==> src/hw/fp16_pkg.sv <==
package fp16_pkg;

    // widths of the fields of an IEEE 754 half-precision word
    localparam int unsigned EXP_W  = 5;
    localparam int unsigned FRAC_W = 10;

    // the working mantissa is the hidden bit, the stored fraction and two guard bits
    // the lower guard bit acts as the round bit during rounding
    localparam int unsigned MANT_W = 13;

    // largest finite biased exponent, since the all-ones exponent encodes infinity
    localparam int unsigned EXP_MAX = 30;

    // one FP16 value with the sign in the top bit, then exponent, then fraction
    typedef struct packed {
        logic              sign;
        logic [EXP_W-1:0]  exp;
        logic [FRAC_W-1:0] frac;
    } fp16_t;

    // exception flags raised by a single add result
    typedef struct packed {
        logic ovf;
        logic unf;
        logic inexact;
    } fp_flags_t;

endpackage

==> src/hw/fp_flags_if.sv <==
// exception flags of one add result, sent from the adder to the status register
// ovf, unf and inexact only carry information in a cycle where valid is high
interface fp_flags_if;

    logic valid;
    logic ovf;
    logic unf;
    logic inexact;

    // the add stage produces the flags
    modport source (
        output valid,
        output ovf,
        output unf,
        output inexact
    );

    // the sticky status register consumes them
    modport sink (
        input valid,
        input ovf,
        input unf,
        input inexact
    );

endinterface

==> src/hw/fp16_add_round.sv <==
module fp16_add_round (
    input  logic                          clk,
    input  logic                          nRST,
    input  logic                          valid,
    input  logic [fp16_pkg::MANT_W-1:0]   large_mant,
    input  logic [fp16_pkg::MANT_W-1:0]   small_mant,
    input  logic [fp16_pkg::EXP_W-1:0]    exp_max,
    input  logic                          large_sign,
    input  logic                          sign_a,
    input  logic                          sign_b,
    input  logic                          signs_differ,
    input  logic                          align_sticky,
    fp_flags_if.source                    flags,
    output fp16_pkg::fp16_t               fp_out,
    output logic                          output_ready
);
    import fp16_pkg::*;

    logic [MANT_W:0]   mant_sum;
    logic              result_sign;
    logic              carry;
    logic              sum_zero;
    logic [MANT_W-1:0] norm_mant;
    logic [3:0]        norm_shift;
    logic [MANT_W-1:0] round_in;
    logic              sticky;
    logic [EXP_W:0]    exp_norm;
    logic              exp_low;
    logic              guard_bit;
    logic              round_bit;
    logic              round_up;
    logic [FRAC_W+1:0] mant_rnd;
    logic [EXP_W:0]    exp_final;
    logic [FRAC_W-1:0] frac_final;
    fp_flags_t         res_flags;

    // equal signs add magnitudes and keep the common sign
    // opposite signs subtract and take the sign of the larger magnitude
    always_comb begin
        if (!signs_differ) begin
            mant_sum    = {1'b0, large_mant} + {1'b0, small_mant};
            result_sign = sign_a & sign_b;
        end else begin
            mant_sum    = {1'b0, large_mant} - {1'b0, small_mant};
            result_sign = large_sign;
        end
    end

    assign carry    = mant_sum[MANT_W];
    assign sum_zero = (mant_sum == '0);

    left_shift u_norm (
        .fraction       (mant_sum[MANT_W-1:0]),
        .result         (norm_mant),
        .shifted_amount (norm_shift)
    );

    // a carry out needs one right shift, the bit shifted out joins the sticky bit
    // otherwise the normalizer has already moved the leading one into place
    always_comb begin
        if (carry) begin
            round_in = mant_sum[MANT_W:1];
            sticky   = align_sticky | mant_sum[0];
            exp_norm = {1'b0, exp_max} + 1'b1;
            exp_low  = 1'b0;
        end else begin
            round_in = norm_mant;
            sticky   = align_sticky;
            exp_norm = {1'b0, exp_max} - {2'b0, norm_shift};
            // the exponent would end up below one, which is outside the normal range
            exp_low  = ({1'b0, exp_max} <= {2'b0, norm_shift});
        end
    end

    // round to nearest, ties to even
    // the fraction lsb breaks the tie when guard is set and nothing below it is
    assign guard_bit = round_in[1];
    assign round_bit = round_in[0];
    assign round_up  = guard_bit & (round_bit | sticky | round_in[2]);

    // one spare bit catches the carry of an all-ones mantissa rounding up
    assign mant_rnd  = {1'b0, round_in[MANT_W-1:2]} + {{(FRAC_W+1){1'b0}}, round_up};
    assign exp_final = exp_norm + {{EXP_W{1'b0}}, mant_rnd[FRAC_W+1]};

    // after a rounding carry the mantissa is exactly 10.0, so its fraction is zero
    assign frac_final = mant_rnd[FRAC_W+1] ? mant_rnd[FRAC_W:1] : mant_rnd[FRAC_W-1:0];

    // pick the encoded result, the special cases are checked in priority order
    always_comb begin
        res_flags         = '0;
        res_flags.inexact = guard_bit | round_bit | sticky;
        fp_out.sign       = result_sign;
        fp_out.exp        = exp_final[EXP_W-1:0];
        fp_out.frac       = frac_final;
        if (sum_zero) begin
            // exact cancellation gives +0, two zeros of the same sign keep it
            fp_out            = '0;
            fp_out.sign       = result_sign & ~signs_differ;
            res_flags.inexact = 1'b0;
        end else if (exp_low) begin
            // no subnormals, so the result is flushed to a signed zero
            fp_out.exp    = '0;
            fp_out.frac   = '0;
            res_flags.unf = 1'b1;
        end else if (exp_final > EXP_MAX) begin
            fp_out.exp    = '1;
            fp_out.frac   = '0;
            res_flags.ovf = 1'b1;
        end
    end

    // the result belongs to the operands captured one cycle earlier
    assign output_ready = valid;

    // flags are only raised alongside a fresh result
    assign flags.valid   = valid;
    assign flags.ovf     = valid & res_flags.ovf;
    assign flags.unf     = valid & res_flags.unf;
    assign flags.inexact = valid & res_flags.inexact;

    // finite operands can only reach the infinity encoding through overflow
    a_inf_needs_ovf: assert property (@(posedge clk) disable iff (!nRST)
        (output_ready && fp_out.exp == '1) |-> flags.ovf);

endmodule

==> src/hw/fp16_add_unit.sv <==
module fp16_add_unit (
    input  logic            clk,
    input  logic            nRST,
    input  logic            start,
    input  fp16_pkg::fp16_t fp1_in,
    input  fp16_pkg::fp16_t fp2_in,
    input  logic            flags_clear,
    output fp16_pkg::fp16_t fp_out,
    output logic            output_ready,
    output logic            ovf,
    output logic            unf,
    output logic            inexact,
    output logic            sticky_ovf,
    output logic            sticky_unf,
    output logic            sticky_inexact
);
    import fp16_pkg::*;

    // pipeline register fields between the align and add stages
    logic              stage_valid;
    logic [MANT_W-1:0] large_mant;
    logic [MANT_W-1:0] small_mant;
    logic [EXP_W-1:0]  exp_max;
    logic              large_sign;
    logic              sign_a;
    logic              sign_b;
    logic              signs_differ;
    logic              align_sticky;

    fp_flags_if flags_bus ();

    // stage one aligns the operands and holds them in the pipeline register
    fp16_align u_align (
        .clk          (clk),
        .nRST         (nRST),
        .start        (start),
        .fp1_in       (fp1_in),
        .fp2_in       (fp2_in),
        .valid        (stage_valid),
        .large_mant   (large_mant),
        .small_mant   (small_mant),
        .exp_max      (exp_max),
        .large_sign   (large_sign),
        .sign_a       (sign_a),
        .sign_b       (sign_b),
        .signs_differ (signs_differ),
        .align_sticky (align_sticky)
    );

    // stage two is combinational from that register to the result
    fp16_add_round u_add_round (
        .clk          (clk),
        .nRST         (nRST),
        .valid        (stage_valid),
        .large_mant   (large_mant),
        .small_mant   (small_mant),
        .exp_max      (exp_max),
        .large_sign   (large_sign),
        .sign_a       (sign_a),
        .sign_b       (sign_b),
        .signs_differ (signs_differ),
        .align_sticky (align_sticky),
        .flags        (flags_bus.source),
        .fp_out       (fp_out),
        .output_ready (output_ready)
    );

    fp_status_reg u_status (
        .clk            (clk),
        .nRST           (nRST),
        .flags_clear    (flags_clear),
        .flags          (flags_bus.sink),
        .sticky_ovf     (sticky_ovf),
        .sticky_unf     (sticky_unf),
        .sticky_inexact (sticky_inexact)
    );

    // per-result flags are also visible at the top level
    assign ovf     = flags_bus.ovf;
    assign unf     = flags_bus.unf;
    assign inexact = flags_bus.inexact;

endmodule

==> src/hw/fp16_align.sv <==
module fp16_align (
    input  logic                          clk,
    input  logic                          nRST,
    input  logic                          start,
    input  fp16_pkg::fp16_t               fp1_in,
    input  fp16_pkg::fp16_t               fp2_in,
    output logic                          valid,
    output logic [fp16_pkg::MANT_W-1:0]   large_mant,
    output logic [fp16_pkg::MANT_W-1:0]   small_mant,
    output logic [fp16_pkg::EXP_W-1:0]    exp_max,
    output logic                          large_sign,
    output logic                          sign_a,
    output logic                          sign_b,
    output logic                          signs_differ,
    output logic                          align_sticky
);
    import fp16_pkg::*;

    logic              fp1_larger;
    logic [EXP_W-1:0]  exp_big;
    logic [EXP_W-1:0]  exp_diff;
    logic [MANT_W-1:0] mant1;
    logic [MANT_W-1:0] mant2;
    logic [MANT_W-1:0] mant_keep;
    logic [MANT_W-1:0] mant_shift_in;
    logic [MANT_W-1:0] mant_shifted;
    logic [MANT_W-1:0] lost_mask;
    logic              sign_keep;
    logic              sign_shifted;
    logic              sticky_next;
    logic [MANT_W-1:0] large_next;
    logic [MANT_W-1:0] small_next;
    logic              large_sign_next;

    // an exponent of zero means the value is zero, so it gets no hidden bit
    // two zero guard bits are appended below the fraction
    assign mant1 = {(fp1_in.exp != '0), fp1_in.frac, {(MANT_W-FRAC_W-1){1'b0}}};
    assign mant2 = {(fp2_in.exp != '0), fp2_in.frac, {(MANT_W-FRAC_W-1){1'b0}}};

    // on equal exponents fp1 is kept unshifted, the magnitude sort below fixes the order
    assign fp1_larger = (fp1_in.exp >= fp2_in.exp);

    always_comb begin
        if (fp1_larger) begin
            exp_big       = fp1_in.exp;
            exp_diff      = fp1_in.exp - fp2_in.exp;
            mant_keep     = mant1;
            sign_keep     = fp1_in.sign;
            mant_shift_in = mant2;
            sign_shifted  = fp2_in.sign;
        end else begin
            exp_big       = fp2_in.exp;
            exp_diff      = fp2_in.exp - fp1_in.exp;
            mant_keep     = mant2;
            sign_keep     = fp2_in.sign;
            mant_shift_in = mant1;
            sign_shifted  = fp1_in.sign;
        end
    end

    // the shifter only looks at the low four bits of the difference
    // a difference of 16 or more wipes the mantissa out completely
    always_comb begin
        lost_mask = ~({MANT_W{1'b1}} << exp_diff[3:0]);
        if (exp_diff[EXP_W-1]) begin
            mant_shifted = '0;
            sticky_next  = |mant_shift_in;
        end else begin
            mant_shifted = mant_shift_in >> exp_diff[3:0];
            sticky_next  = |(mant_shift_in & lost_mask);
        end
    end

    // order the aligned mantissas so that the add stage can always subtract small from large
    always_comb begin
        if (mant_shifted > mant_keep) begin
            large_next      = mant_shifted;
            small_next      = mant_keep;
            large_sign_next = sign_shifted;
        end else begin
            large_next      = mant_keep;
            small_next      = mant_shifted;
            large_sign_next = sign_keep;
        end
    end

    // the operand fields are only loaded on start so the result stays put between operations
    always_ff @(posedge clk, negedge nRST) begin
        if (!nRST) begin
            valid        <= 1'b0;
            large_mant   <= '0;
            small_mant   <= '0;
            exp_max      <= '0;
            large_sign   <= 1'b0;
            sign_a       <= 1'b0;
            sign_b       <= 1'b0;
            signs_differ <= 1'b0;
            align_sticky <= 1'b0;
        end else begin
            valid <= start;
            if (start) begin
                large_mant   <= large_next;
                small_mant   <= small_next;
                exp_max      <= exp_big;
                large_sign   <= large_sign_next;
                sign_a       <= fp1_in.sign;
                sign_b       <= fp2_in.sign;
                signs_differ <= fp1_in.sign ^ fp2_in.sign;
                align_sticky <= sticky_next;
            end
        end
    end

    // the add stage relies on this ordering to never produce a negative difference
    a_mant_ordered: assert property (@(posedge clk) disable iff (!nRST)
        large_mant >= small_mant);

endmodule

==> src/hw/fp_status_reg.sv <==
module fp_status_reg (
    input  logic       clk,
    input  logic       nRST,
    input  logic       flags_clear,
    fp_flags_if.sink   flags,
    output logic       sticky_ovf,
    output logic       sticky_unf,
    output logic       sticky_inexact
);
    import fp16_pkg::*;

    fp_flags_t sticky_q;
    fp_flags_t new_flags;

    // collect the incoming flags, masked by valid so stale values never leak in
    always_comb begin
        new_flags         = '0;
        new_flags.ovf     = flags.valid & flags.ovf;
        new_flags.unf     = flags.valid & flags.unf;
        new_flags.inexact = flags.valid & flags.inexact;
    end

    // flags stay set until software clears them
    // a clear in the same cycle as a new flag wins, so that flag is dropped
    always_ff @(posedge clk, negedge nRST) begin
        if (!nRST) begin
            sticky_q <= '0;
        end else if (flags_clear) begin
            sticky_q <= '0;
        end else begin
            sticky_q <= sticky_q | new_flags;
        end
    end

    assign sticky_ovf     = sticky_q.ovf;
    assign sticky_unf     = sticky_q.unf;
    assign sticky_inexact = sticky_q.inexact;

    // any sticky bit that comes up must trace back to a result from the adder
    a_sticky_needs_valid: assert property (@(posedge clk) disable iff (!nRST)
        ($rose(sticky_ovf) || $rose(sticky_unf) || $rose(sticky_inexact))
            |-> $past(flags.valid));

endmodule

==> src/hw/left_shift.sv <==
module left_shift (
    input  logic [fp16_pkg::MANT_W-1:0] fraction,
    output logic [fp16_pkg::MANT_W-1:0] result,
    output logic [3:0]                  shifted_amount
);
    import fp16_pkg::*;

    logic found;

    // leading zero count by a priority scan from the top bit down
    // an all-zero input keeps the default count of MANT_W
    always_comb begin
        shifted_amount = 4'(MANT_W);
        found          = 1'b0;
        for (int i = MANT_W - 1; i >= 0; i--) begin
            if (!found && fraction[i]) begin
                shifted_amount = 4'(MANT_W - 1 - i);
                found          = 1'b1;
            end
        end
    end

    // shifting left by the count puts the first one into the hidden bit position
    // a full-width shift of a zero input still gives zero
    assign result = fraction << shifted_amount;

endmodule

==> config.mk <==
export PLATFORM = sky130hd
export DESIGN_NAME = fp16_add_unit
export DESIGN_NICKNAME = d
export VERILOG_FILES = /design/src/hw/fp16_pkg.sv /design/src/hw/fp_flags_if.sv /design/src/hw/fp16_add_round.sv /design/src/hw/fp16_add_unit.sv /design/src/hw/fp16_align.sv /design/src/hw/fp_status_reg.sv /design/src/hw/left_shift.sv
export SDC_FILE = /design/constraint.sdc
export NUM_CORES = 1
export LEC_CHECK = 0
export BUFFER_PORTS_ARGS = -buffer_cell sky130_fd_sc_hd__clkbuf_2
export CAP_MARGIN = 20
export CORE_AREA = 8 8 131 133
export CTS_BUF_LIST = sky130_fd_sc_hd__clkbuf_4
export DETAILED_ROUTE_END_ITERATION = 7
export DIE_AREA = 0 0 139 141
export SLEW_MARGIN = 5
export SYNTH_ARGS = -nofsm -noshare
export SYNTH_HDL_FRONTEND = slang
export SYNTH_SLANG_ARGS = --single-unit
==> constraint.sdc <==
create_clock -name clk -period 7.9 [get_ports clk]
set_clock_uncertainty 0.1 [all_clocks]
set_input_delay 1.975 -clock clk [delete_from_list [all_inputs] [get_ports clk]]
set_output_delay 1.975 -clock clk [all_outputs]
set_load 0.05 [all_outputs]
* Word level (Yosys, flattened, before mapping)
Cells that the tools add are included.
Cells by class: add/sub/neg operators 8, order comparisons 4, shift operators 3, muxes and demuxes 53, bitwise logic cells 19, reduce and logical (&&, ||, !) cells 29
Operators with widths (number):
- $mux W13 | 6
- $mux W4 | 13
- $mux W15 | 3
- $reduce_or A13 Y1 | 2
- $mux W1 | 24
- $add A13 B13 Y14 | 1
- $logic_not A14 Y1 | 1
- $mux W14 | 1
- $sub A13 B13 Y14 | 1
- $and A13 B13 Y13 | 1
- $gt A13 B13 Y1 | 1
- $not A13 Y13 | 1
- $shl A13 B4 Y13 | 1
- $shl A13 B4 Y13 const A | 1
- $shr A13 B4 Y13 | 1
- $add A11 B1 Y12 | 1
- $logic_and A1 B1 Y1 | 12
- $logic_not A1 Y1 | 12
- $mux W10 | 1
- $mux W5 | 2
- $reduce_bool A5 Y1 | 2
- $sub A5 B5 Y5 | 2
- $and A1 B1 Y1 | 9
- $add A5 B1 Y6 const B | 1
- 12 further kinds | 16
Storage, ports and cells: bits in registers 40

* Depth between registers and ports, before layout
depth in word-level cells 54, gate-level depth with buffers 32

* Modules after synthesis
From an unflattened synthesis, not the netlist that was laid out.
Unflattened totals: cell total of the unflattened synthesis 900, area total of the unflattened synthesis 6756.5 µm²
Modules (own cells, without submodules):
- fp16_align | instances 1, cells each 419, area an instance 3549.7 µm²
- fp16_add_round | instances 1, cells each 370, area an instance 2469.9 µm²
- left_shift | instances 1, cells each 102, area an instance 635.6 µm²
- fp_status_reg | instances 1, cells each 9, area an instance 101.3 µm²

* Least setup slack after synthesis
Ideal clock, no wire load.
path kind register to output, start register u_align.small_mant[8] (netlist name), end output fp_out[9] (netlist name), arrival time 7296 ps, data required time 5825 ps, slack -1471 ps, stages on the path, launching flop included 31, path through dfrtp_1 > or4_1 > nor3_1 > o21ai_0 > xnor2_1 > ha_1 > inv_1 > a221o_1 > a21o_1 > a211oi_1 > buf_2 > nand3_1 > a21oi_4 > inv_2 > buf_2 > mux2i_1 > mux2i_1 > a222oi_1 > a21oi_1 > nand4_2 > inv_2 > ha_1 > ha_1 > inv_1 > a211oi_1 > o2111a_1 > o211ai_1 > a21oi_1 > or2_2 > clkbuf_1 > a311oi_1
RTL lines:
- from (decl) | RTL line fp16_align.sv:9 | output logic [fp16_pkg::MANT_W-1:0] small_mant,
- from (signal assigned) | RTL line fp16_align.sv:103 | small_mant <= small_next;
- to (decl) | RTL line fp16_add_unit.sv:8 | output fp16_pkg::fp16_t fp_out,

==> impl_metrics.ini <==
[sta]
max_slew_margin_pct = 39.1
setup_viol = 16
rsz0062_at_grt = yes
fin_ws_ns = -0.692
hold_viol_final = 0
worst-slew-pin-transition_ns = 0.907
fmax_mhz = 116
post-route-period-util_pct = 109
period_minus_slack_ns = 8.59
timing.hold.ws_ns = 0.419
slew_viol_final = 0

[synthesis]
synth_area_per_cell_um2 = 7.66
yosysWarningCount = 0
synth_ff_type = dfrtp_1
synthCells = 862
ys_types = 83
synth_seq_cells = 40
netlist_area_um2 = 6600
synth_edf_count = 0
synth_fp_nets = 944
async_flop_share_pct = 100
seq_area_frac_synth_pct = 15.2

[clock_network]
cts_buffers = 5
cts_tree = built
ctsHoldBuffers = 0
clock_path_buffers = 2
clk_latency_ns = 0.37
path_clk_slew_ns = 0.12
cts.sinks = 40
h-tree-depth = 2
ctsRootBufferMaster = clkbuf_4

[global_routing]
track_usage_pct = 22.3
grt_pass1_wl_um = 36900
grt_pass1_vias = 7636
grt_max_degree = 62
grt_overflow_total = 0
antenna_found_initial = 1

[worst_hold_path]
hold_path.class = reg2reg
whs_endpoint = u_align.sign_b
min-delay-start = u_align.sign_b
whs_path_depth = 1

[critical_path]
reg2reg_to = u_status.sticky_ovf
worstPathMaxFanout = 7
endpoint_kind = primary output
cp.arrival_ns = 6.52
path_common_cell = buf_4
reg2reg_depth = 32
cp-start-kind = register
rrSetupSlack_ns = 1.73
slowest_stage = dfrtp_1
crit_type = reg2out
crit_path_max_incr_delay_ns = 0.42
rr_startpoint = u_align.small_mant[1]
crit_required_ns = 5.83

[die]
start_util_pct = 44.1
die_x_um = 139
fp-row-count = 45
num_io_pins = 59
core_area_um2 = 15000
dieArea_um2 = 19600
die_h_um = 141

[finish]
layout_common_cells = 232 x buf_4, 76 x nor2_1, 60 x nand2_1
multi_input_area_um2 = 6040
area_growth_syn_to_layout_pct = 52.8
final_nets = 1218
layout_commonest_cell = buf_4
drive_above_1_share_pct = 43.1
seqCellArea_um2 = 1000
fillers = 1248
final_cells = 1326

[routing]
ant_nets = 0
post_drt_via_cell_ratio = 5.87
drtPass1Iterations = 5
drt_iter0_drc = 513
wl_per_cell_um = 17.5
via_count = 7780
drc_errors = 0
wl_um = 23200

[placed_design]
io_buffers = 58
dp_hpwl_um = 17900
placedCellCount = 1270
gp_routability_congestion = 0.975

[outcome]
failed_checks = setup timing
status = finished with violations

[run]
drv_cap = 0
[per-stage QoR]
| stage | TNS (ns) | util (%) | instance area [um2] | worst slack, ns |
|---|---|---|---|---|
| final | -8.99 | 67.4 | 10100 | -0.692 |
| after global routing | -13.43 | 67.4 | 10100 | -0.965 |
| after CTS | -7.04 | 63.9 | 9580 | -0.554 |
| after detailed placement | -5.52 | 60.0 | 8980 | -0.438 |
| after global placement | -4.97 | 60.0 | 8980 | -0.433 |
| after floorplan | -5.16 | - | 6870 | -0.551 |
[synthesized netlist by cell type, drive strengths merged, types with 14 or more instances]
library cell	number	area share [%]
a211oi	24	3.0
a21oi	68	5.3
a31oi	15	1.4
clkbuf	30	1.7
dfrtp	40	15
ha	42	8.0
inv	58	3.3
mux2	24	4.1
mux2i	61	9.2
nand2	63	3.6
nand3	21	1.6
nand4	15	1.5
nor2	88	5.0
nor3	28	2.1
o21a	14	1.6
o21ai	47	3.6
xnor2	27	3.6
[cell type report]
type,count,share of cell area [%]
diodes,1,0.0248
clock inverters,2,0.347
well taps,188,2.33
multi-input cells,723,59.9
clock buffers,6,0.446
repair buffers,308,24.8
inverters,58,2.23
flip-flops and latches,40,9.92
[worst max-delay path: cells and delay by family (launching register included)]
| family | cells | cell delay [ns] |
|---|---|---|
| adder cells (fa/ha/maj) | 3 | 0.68 |
| AND/OR/NAND/NOR | 9 | 1.98 |
| XOR/XNOR | 1 | 0.14 |
| buffers and inverters | 8 | 1.09 |
| flip-flops | 1 | 0.42 |
| AO/OA/AOI/OAI | 11 | 1.83 |
[logic make-up (layout without fill, tap and decap cells)]
group / Yosys count / in the layout / synth area share, %
XOR/XNOR: 33 / 33 / 4.38
flip-flops: 40 / 40 / 15.2
adder cells (fa/ha/maj): 46 / 46 / 9.17
AND/OR/NAND/NOR: 286 / 286 / 22.0
buffers and inverters: 99 / 374 / 5.87
other: 0 / 1 / 0
AO/OA/AOI/OAI: 266 / 266 / 27.7
multiplexers: 92 / 92 / 15.7
[worst max-delay path by stage]
stage,cells past startpoint,end,startpoint,slack (ns)
CTS,28,fp_out[3],u_align.small_mant[10],-0.55
floorplan,30,fp_out[8],u_align.small_mant[9],-0.55
detailed placement,29,fp_out[3],u_align.small_mant[1],-0.44
global placement,30,fp_out[3],u_align.small_mant[1],-0.43
finish,32,fp_out[3],u_align.small_mant[1],-0.69
global route,32,fp_out[3],u_align.small_mant[1],-0.97
[layer usage]
layer	part of all wire (%)	wire [um]	track usage, %
met1	43	9860	26.6
met2	51	11800	40.3
met3	3.8	871	2.26
met4	2.9	682	9.30
met5	0	0	0
[registers in the layout, indices dropped and copies added, names as in the netlist]
name                     flops
u_align.exp_max              5
u_status.sticky_unf          1
u_align.valid                1
u_align.sign_a               1
u_align.large_mant          13
u_align.signs_differ         1
u_status.sticky_ovf          1
u_align.sign_b               1
u_align.small_mant          13
u_align.align_sticky         1
u_align.large_sign           1
u_status.sticky_inexact      1
[what timing repair did]
item,in CTS,in global routing
pin swaps,39,29
endpoints found under the setup margin,16,16
buffers inserted,26,21
gates resized for setup,75,73
gates cloned,0,0
Power is not shown: default switching activity piles up to over one toggle a cycle in this logic, so the estimate is an artifact.
